$ cat config.mk
export PLATFORM = sky130hd
export DESIGN_NAME = spi_reg_top
export DESIGN_NICKNAME = d
export VERILOG_FILES = /design/src/hw/spi_reg_pkg.sv /design/src/hw/kbd_stream.sv /design/src/hw/spi_ctrl.sv /design/src/hw/spi_reg_top.sv /design/src/hw/spi_rx_regs.sv /design/src/hw/spi_sync.sv /design/src/hw/spi_tx_shift.sv
export SDC_FILE = /design/constraint.sdc
export NUM_CORES = 1
export LEC_CHECK = 0
export BUFFER_PORTS_ARGS = -buffer_cell sky130_fd_sc_hd__clkbuf_2
export CAP_MARGIN = 0
export CORE_MARGIN = 2
export CORE_UTILIZATION = 35
export DETAILED_ROUTE_END_ITERATION = 8
export GPL_ROUTABILITY_DRIVEN = 0
export MAX_ROUTING_LAYER = met4
export SKIP_CTS_REPAIR_TIMING = 1
export SYNTH_ARGS = -nofsm -noshare
export SYNTH_HDL_FRONTEND = slang
export SYNTH_SLANG_ARGS = --single-unit
$ cat constraint.sdc
create_clock -name fclk -period 2.61 [get_ports fclk]
set_input_delay 0.1305 -clock fclk [delete_from_list [all_inputs] [get_ports fclk]]
set_output_delay 0.1305 -clock fclk [all_outputs]
set_load 0.01 [all_outputs]
$ cat src/hw/spi_reg_pkg.sv
// shared types and constants for the register-bus SPI slave
// register opcodes, synchronized SPI events, peripheral strobes
// keyboard column output and fixed register map codes
package spi_reg_pkg;

  // register map, upper nibble of the register number
  // 0x10 keyboard data, 0x11 keyboard start
  localparam logic [3:0] REG_KBD = 4'h1;
  // 0x20 mouse x, 0x21 mouse y, 0x22 buttons, 0x23 joystick
  localparam logic [3:0] REG_MUS = 4'h2;
  // 0x3x reset register, low bits ignored
  localparam logic [3:0] REG_RST = 4'h3;
  // 0x40 wait data, 0x41 glu address, 0x42 com address
  localparam logic [3:0] REG_WAIT = 4'h4;
  // 0x5x configuration register, low bits ignored
  localparam logic [3:0] REG_CFG = 4'h5;

  // readback value for registers with nothing to return
  localparam logic [7:0] IDLE_BYTE = 8'hFF;

  // config bit turned into a one-shot pulse on write
  localparam int CFG_WTP_BIT = 5;

  // decoded register number
  typedef enum logic [3:0] {
    op_kbd_data,
    op_kbd_start,
    op_mus_x,
    op_mus_y,
    op_mus_btn,
    op_joy,
    op_reset,
    op_wait_data,
    op_glu_addr,
    op_com_addr,
    op_config,
    op_none
  } reg_op_e;

  // spi pins after synchronization
  typedef struct packed {
    // chip select level, high in number phase
    logic scs_n;
    // synchronized serial data from host
    logic sdo;
    // chip select low to high, end of data phase
    logic cs_rise;
    // chip select high to low, start of data phase
    logic cs_fall;
    // serial clock rising edge
    logic sck_rise;
  } spi_evt_t;

  // one-cycle strobes towards the peripheral logic
  typedef struct packed {
    logic mus_x;
    logic mus_y;
    logic mus_btn;
    logic joy;
    logic wait_end;
  } periph_stb_t;

  // keyboard column stream
  typedef struct packed {
    // column bits as shifted in
    logic [7:0] col_data;
    // column being written
    logic [2:0] col_sel;
    // latch strobe, one per full column byte
    logic       stb;
  } kbd_out_t;

endpackage

$ cat src/hw/kbd_stream.sv
// keyboard column stream
// bit counter, column selector and latch strobe
`timescale 1ns/1ps

module kbd_stream
(
  input  logic                  fclk,
  input  logic                  arst_n,
  input  spi_reg_pkg::spi_evt_t evt,
  input  logic                  kbd_bit,
  input  logic                  kbd_start,
  input  logic [7:0]            rx_byte,
  output spi_reg_pkg::kbd_out_t kbd
);

  // low three bits count within a column, upper three pick it
  logic [5:0] bit_cnt;

  always_ff @(posedge fclk or negedge arst_n)
  begin
    if (!arst_n)
    begin
      bit_cnt <= 6'd0;
    end
    else if (kbd_start)
    begin
      bit_cnt <= 6'd0;
    end
    else if (kbd_bit)
    begin
      bit_cnt <= bit_cnt + 6'd1;
    end
  end

  // rx_byte lags by one cycle, so join the newest bit in front
  assign kbd.col_data = {evt.sdo, rx_byte[7:1]};
  assign kbd.col_sel  = bit_cnt[5:3];

  // eighth bit of the group completes the column
  assign kbd.stb = kbd_bit && (&bit_cnt[2:0]);

endmodule

$ cat src/hw/spi_ctrl.sv
// register number shifter and opcode decode
// commit, keyboard and peripheral strobes
`timescale 1ns/1ps

module spi_ctrl
(
  input  logic                     fclk,
  input  logic                     arst_n,
  input  spi_reg_pkg::spi_evt_t    evt,
  output spi_reg_pkg::reg_op_e     op,
  output logic                     commit,
  output logic                     kbd_bit,
  output logic                     kbd_start,
  output spi_reg_pkg::periph_stb_t stb
);

  // register number, lsb first while chip select is high
  logic [7:0] regnum;

  always_ff @(posedge fclk or negedge arst_n)
  begin
    if (!arst_n)
    begin
      regnum <= 8'd0;
    end
    else if (evt.cs_rise)
    begin
      // new number phase starts from zero
      regnum <= 8'd0;
    end
    else if (evt.scs_n && evt.sck_rise)
    begin
      regnum <= {evt.sdo, regnum[7:1]};
    end
  end

  // decode, upper nibble selects the group
  always_comb
  begin
    op = spi_reg_pkg::op_none;
    case (regnum[7:4])
      spi_reg_pkg::REG_KBD:
      begin
        // only bit 0 tells data from start
        op = regnum[0] ? spi_reg_pkg::op_kbd_start : spi_reg_pkg::op_kbd_data;
      end
      spi_reg_pkg::REG_MUS:
      begin
        case (regnum[1:0])
          2'b00:   op = spi_reg_pkg::op_mus_x;
          2'b01:   op = spi_reg_pkg::op_mus_y;
          2'b10:   op = spi_reg_pkg::op_mus_btn;
          default: op = spi_reg_pkg::op_joy;
        endcase
      end
      spi_reg_pkg::REG_RST:
      begin
        op = spi_reg_pkg::op_reset;
      end
      spi_reg_pkg::REG_WAIT:
      begin
        case (regnum[1:0])
          2'b00:   op = spi_reg_pkg::op_wait_data;
          2'b01:   op = spi_reg_pkg::op_glu_addr;
          2'b10:   op = spi_reg_pkg::op_com_addr;
          // 0x43 is unmapped
          default: op = spi_reg_pkg::op_none;
        endcase
      end
      spi_reg_pkg::REG_CFG:
      begin
        op = spi_reg_pkg::op_config;
      end
      default:
      begin
        op = spi_reg_pkg::op_none;
      end
    endcase
  end

  // end of data phase, regnum still holds during this cycle
  assign commit = evt.cs_rise;

  // one keyboard bit per serial clock in a 0x10 data phase
  assign kbd_bit   = !evt.scs_n && evt.sck_rise && (op == spi_reg_pkg::op_kbd_data);
  assign kbd_start = commit && (op == spi_reg_pkg::op_kbd_start);

  // peripheral strobes fire with commit
  assign stb.mus_x    = commit && (op == spi_reg_pkg::op_mus_x);
  assign stb.mus_y    = commit && (op == spi_reg_pkg::op_mus_y);
  assign stb.mus_btn  = commit && (op == spi_reg_pkg::op_mus_btn);
  assign stb.joy      = commit && (op == spi_reg_pkg::op_joy);
  assign stb.wait_end = commit && (op == spi_reg_pkg::op_wait_data);

endmodule

$ cat src/hw/spi_reg_top.sv
// top of the register-bus spi slave
// sync, control, tx, rx and keyboard blocks
`timescale 1ns/1ps

module spi_reg_top
(
  input  logic                     fclk,
  input  logic                     arst_n,
  // host spi pins
  input  logic                     spics_n,
  input  logic                     spick,
  input  logic                     mosi,
  output logic                     miso,
  // readback sources
  input  logic [7:0]               status_in,
  input  logic [7:0]               wait_write,
  input  logic [7:0]               wait_addr,
  // towards the computer core
  output spi_reg_pkg::kbd_out_t    kbd,
  output logic [7:0]               mus_data,
  output spi_reg_pkg::periph_stb_t stb,
  output logic [7:0]               wait_read,
  output logic [7:0]               config0,
  output logic                     genrst
);

  spi_reg_pkg::spi_evt_t evt;
  spi_reg_pkg::reg_op_e  op;
  logic                  commit;
  logic                  kbd_bit;
  logic                  kbd_start;
  logic [7:0]            rx_byte;

  spi_sync u_sync (
    .fclk    (fclk),
    .arst_n  (arst_n),
    .spics_n (spics_n),
    .spick   (spick),
    .mosi    (mosi),
    .evt     (evt)
  );

  spi_ctrl u_ctrl (
    .fclk      (fclk),
    .arst_n    (arst_n),
    .evt       (evt),
    .op        (op),
    .commit    (commit),
    .kbd_bit   (kbd_bit),
    .kbd_start (kbd_start),
    .stb       (stb)
  );

  spi_tx_shift u_tx (
    .fclk       (fclk),
    .arst_n     (arst_n),
    .evt        (evt),
    .op         (op),
    .status_in  (status_in),
    .wait_write (wait_write),
    .wait_addr  (wait_addr),
    .miso       (miso)
  );

  spi_rx_regs u_rx (
    .fclk      (fclk),
    .arst_n    (arst_n),
    .evt       (evt),
    .op        (op),
    .commit    (commit),
    .rx_byte   (rx_byte),
    .wait_read (wait_read),
    .config0   (config0),
    .genrst    (genrst)
  );

  kbd_stream u_kbd (
    .fclk      (fclk),
    .arst_n    (arst_n),
    .evt       (evt),
    .kbd_bit   (kbd_bit),
    .kbd_start (kbd_start),
    .rx_byte   (rx_byte),
    .kbd       (kbd)
  );

  // mouse and joystick bytes come straight from the rx shifter
  assign mus_data = rx_byte;

endmodule

$ cat src/hw/spi_rx_regs.sv
// incoming data shifter
// wait, config and reset registers written on commit
`timescale 1ns/1ps

module spi_rx_regs
(
  input  logic                  fclk,
  input  logic                  arst_n,
  input  spi_reg_pkg::spi_evt_t evt,
  input  spi_reg_pkg::reg_op_e  op,
  input  logic                  commit,
  output logic [7:0]            rx_byte,
  output logic [7:0]            wait_read,
  output logic [7:0]            config0,
  output logic                  genrst
);

  logic [7:0] wait_reg;
  logic [7:0] cfg_reg;
  logic       wtp_pulse;

  // data bits enter at the msb, lsb first on the wire
  always_ff @(posedge fclk)
  begin
    if (!evt.scs_n && evt.sck_rise)
    begin
      rx_byte <= {evt.sdo, rx_byte[7:1]};
    end
  end

  always_ff @(posedge fclk or negedge arst_n)
  begin
    if (!arst_n)
    begin
      wait_reg <= 8'd0;
      cfg_reg  <= 8'd0;
      genrst   <= 1'b0;
    end
    else if (commit)
    begin
      case (op)
        spi_reg_pkg::op_wait_data: wait_reg <= rx_byte;
        spi_reg_pkg::op_config:    cfg_reg  <= rx_byte;
        // level follows bit 0 of the last write
        spi_reg_pkg::op_reset:     genrst   <= rx_byte[0];
        default:                   ;
      endcase
    end
  end

  assign wait_read = wait_reg;

  // one-shot, only during the commit of a config write
  assign wtp_pulse = commit && (op == spi_reg_pkg::op_config) &&
                     rx_byte[spi_reg_pkg::CFG_WTP_BIT];

  // stored config with the pulse bit substituted
  always_comb
  begin
    config0 = cfg_reg;
    config0[spi_reg_pkg::CFG_WTP_BIT] = wtp_pulse;
  end

endmodule

$ cat src/hw/spi_sync.sv
// two-flop synchronizers for the spi pins
// edge detection on chip select and serial clock
`timescale 1ns/1ps

module spi_sync
(
  input  logic                  fclk,
  input  logic                  arst_n,
  input  logic                  spics_n,
  input  logic                  spick,
  input  logic                  mosi,
  output spi_reg_pkg::spi_evt_t evt
);

  // stage 0 and 1 resync, stage 2 is the edge reference
  logic [2:0] cs_sync;
  logic [2:0] sck_sync;
  logic [1:0] sdo_sync;

  always_ff @(posedge fclk or negedge arst_n)
  begin
    if (!arst_n)
    begin
      // chip select idles high, so no edge right after reset
      cs_sync  <= 3'b111;
      sck_sync <= 3'b000;
      sdo_sync <= 2'b00;
    end
    else
    begin
      cs_sync  <= {cs_sync[1:0], spics_n};
      sck_sync <= {sck_sync[1:0], spick};
      sdo_sync <= {sdo_sync[0], mosi};
    end
  end

  // levels from stage 1, edges between stage 1 and 2
  assign evt.scs_n    = cs_sync[1];
  assign evt.sdo      = sdo_sync[1];
  assign evt.cs_rise  = cs_sync[1] && !cs_sync[2];
  assign evt.cs_fall  = !cs_sync[1] && cs_sync[2];
  assign evt.sck_rise = sck_sync[1] && !sck_sync[2];

endmodule

$ cat src/hw/spi_tx_shift.sv
// outgoing shifter towards the host
// status in number phase, readback data in data phase
`timescale 1ns/1ps

module spi_tx_shift
(
  input  logic                  fclk,
  input  logic                  arst_n,
  input  spi_reg_pkg::spi_evt_t evt,
  input  spi_reg_pkg::reg_op_e  op,
  input  logic [7:0]            status_in,
  input  logic [7:0]            wait_write,
  input  logic [7:0]            wait_addr,
  output logic                  miso
);

  logic [7:0] rd_byte;
  logic [7:0] shift_out;

  // readback source by opcode
  always_comb
  begin
    case (op)
      spi_reg_pkg::op_wait_data: rd_byte = wait_write;
      spi_reg_pkg::op_glu_addr:  rd_byte = wait_addr;
      spi_reg_pkg::op_com_addr:  rd_byte = wait_addr;
      default:                   rd_byte = spi_reg_pkg::IDLE_BYTE;
    endcase
  end

  always_ff @(posedge fclk or negedge arst_n)
  begin
    if (!arst_n)
    begin
      shift_out <= 8'd0;
    end
    else if (evt.cs_rise || evt.cs_fall)
    begin
      // reload on both chip select edges
      shift_out <= evt.scs_n ? status_in : rd_byte;
    end
    else if (evt.sck_rise)
    begin
      // lsb first, zero fill
      shift_out <= {1'b0, shift_out[7:1]};
    end
  end

  assign miso = shift_out[0];

endmodule

==> flow_summary.yaml <==
run_status:
  outcome: "completed"
worst_setup_path:
  worstPathArrival_ps: 2310
  rrSetupSlack_ps: 310
  end_kind: "primary output"
  cp_max_fo: 6
  criticalPathCategory: "flop to primary output"
  reg2reg_from: "u_ctrl.regnum[1]"
  r2r-end: "u_rx.wait_read[7]"
  cp-start-kind: "flop"
  required_ps: 2480
  worst_r2r_path_depth: 8
placement:
  dp_slack_ps: 292
  portBuffers: 71
  dp_hpwl_um: 4190
  dpl.cell_count: 378
cells_and_area:
  finalNonFillerCells: 400
  nets: 334
  diodes: 0
  syn_to_final_growth_pct: 21.4
  layout-drive-gt1-share_pct: 43.0
global_routing:
  gr-usage-all-layers_pct: 14.6
  grt_pass1_wl_um: 9640
  grt-ovfl-total: 0
  antenna_found_initial: 0
  grt_pass1_vias: 1898
  grt_max_degree: 47
yosys:
  ys.flop_type: "dfrtp_1"
  netlist_top_cells_count: "dfrtp_1 (43), mux2_4 (15), buf_4 (13), mux2i_1 (13), nor2_1 (13)"
  ys_warn_count: 0
  synth_seq_area_share_pct: 50.8
  synth_cells: 222
  yosysMostFrequentCell: "dfrtp_1"
  synth.net_count: 259
  syn_area_sq_um: 2750
  syn_area_per_cell_sq_um: 12.4
  yosys.area.top_type: "dfrtp_1"
  yosysUniqueCellTypes: 52
  synth_edf_count: 8
  yosys.area.top_type_share_pct: 39.2
  synth_area_leaders: "dfrtp_1 (39%), edfxtp_1 (8.7%), mux2_4 (8.2%), mux2i_1 (4.7%), ha_1 (3.6%)"
  synth_seq_cells: 54
  async_reset_ff_share_pct: 85.2
timing:
  skew_ps: 12.0
  finalWorstSetupSlack_ps: 170
  setup_violations: 0
  rsz0062_at_grt: "false"
  period_share_pct: 93.5
  worst_slew_pin_slew_ps: 594
  period_minus_slack_ps: 2440
  final_hold_viol_count: 0
  tns_ps: 0
  slew_viol_final: 0
  slew_headroom_pct: 60.4
  fmax_ghz: 0.410
pwr:
  leakage_nw: 1.61
  peakVddDrop_uv: 263
  power.share.clock_pct: 27.1
  power_frac_seq_pct: 57.5
  power.density_nw_per_um2: 507
  swShare_pct: 25.9
  p_comb_share_pct: 15.4
  p_sw_uw: 437
  p_int_mw: 1.25
floorplanning:
  coreArea_sq_um: 7650
  design.die.area_sq_um: 8570
  fp-row-count: 32
  chipHeight_um: 92.6
  pin_count: 72
  initial_core_util_pct: 35.9
  die_w_um: 92.6
route:
  post-route-drc-count: 0
  vias: 1983
  antenna_left: 0
  first_pass_iters: 4
  dr.first_iter.drc_count: 106
  drt-total-wl_um: 5940
  routedWlPerCell_um: 14.8
  vias_per_cell: 4.96
clocking:
  cts_num_sinks: 54
  clk_latency_ps: 310
  clk_pin_slew_ps: 90
  cts.htree.levels: 2
  cts_max_path_buffers: 2
  cts_buffers: 5
  cts_tree: "built"
  cts_root_buffer: "clkbuf_8"
worst_hold_path:
  hold_start: "wait_write[3]"
  hold_path_end: "u_tx.shift_out[3]"
  hold_class: "input port to flop"
  hold_depth: 3
flow_run:
  maxCapViolations: 0
## layout by cell type (no fill, tap or decap), drive strengths merged, types with 2 or more instances in the layout
cell type,n
or2,2
inv,7
dlygate4sd3,4
edfxtp,8
and4,3
ha,8
o22ai,7
a22o,2
nor3,7
and2,3
nor3b,2
dfrtp,43
o21ai,7
nand2b,3
a41oi,2
nor4,8
mux2i,13
a21o,2
o21a,3
nor2,13
buf,16
nand2,4
clkbuf,77
a31oi,3
o221ai,8
mux2,17
nand3,3
clkinvlp,2
a21oi,6
dfstp,3
## power groups by stage
stage | clock, mW | combinational, mW | sequential, mW
2_1_floorplan | 0 | 0.140 | 0.996
3_3_place_gp | 0 | 0.251 | 0.987
3_5_place_dp | 0 | 0.257 | 0.987
4_1_cts | 0.472 | 0.258 | 0.972
5_1_grt | 0.499 | 0.289 | 0.981
6_report | 0.458 | 0.261 | 0.971
## cell families after synthesis
| kind of cell | Yosys count | share of synthesized area, % |
|---|---|---|
| DFF | 54 | 50.8 |
| and+or+nand+nor | 55 | 12.9 |
| buffers and inverters | 30 | 6.79 |
| muxes | 30 | 13.8 |
| AOI/OAI and AO/OA | 45 | 12.1 |
| adders and majority gates | 8 | 3.64 |
## cell type report
cell class / count / area [sq um]
inverters: 7 / 26.3
fillers: 746 / 4310
well taps: 102 / 128
clock buffers: 6 / 72.6
flip-flops and latches: 54 / 1400
repair buffers: 91 / 519
multi-input cells: 138 / 1180
clock inverters: 2 / 15.0
## stage by stage
stage / hold slack (ps) / util [%] / total power, mW / instance area (sq um)
2_1_floorplan: -165 / - / 1.14 / 2750
3_3_place_gp: 226 / 40.8 / 1.24 / 3120
3_5_place_dp: 225 / 40.8 / 1.24 / 3120
4_1_cts: -101 / 41.9 / 1.70 / 3210
5_1_grt: 150 / 43.6 / 1.77 / 3330
6_report: 132 / 43.6 / 1.69 / 3330
## how the worst max path moves through the flow
stage,startpoint,to,slack [ps],cells past startpoint
floorplan,u_ctrl.regnum[1],u_rx.cfg_reg[0],420,7
global placement,u_ctrl.regnum[1],u_rx.cfg_reg[7],360,8
detailed placement,u_ctrl.regnum[0],u_rx.wait_read[7],290,7
CTS,u_ctrl.regnum[1],config0[5],20,9
global route,u_ctrl.regnum[0],kbd[0],6,7
finish,u_ctrl.regnum[0],kbd[0],170,7
## layer usage
layer,routed length (um),global-route usage [%],share of wire [%],vias to the layer above
li1,-,-,-,960
met1,2790,19.9,47,966
met4,68,3.73,1.1,0
met5,0,-,0,-
met2,2770,22.5,47,50
met3,309,3.01,5.2,7
## critical path, stage by stage (launching register included)
cell	delay, ps
dfrtp_1	420
inv_1	100
ha_1	220
nor4b_1	430
o21a_1	290
and4_1	240
and3_1	170
clkbuf_2	130
No activity file was read; power rests on OpenSTA's default activity.
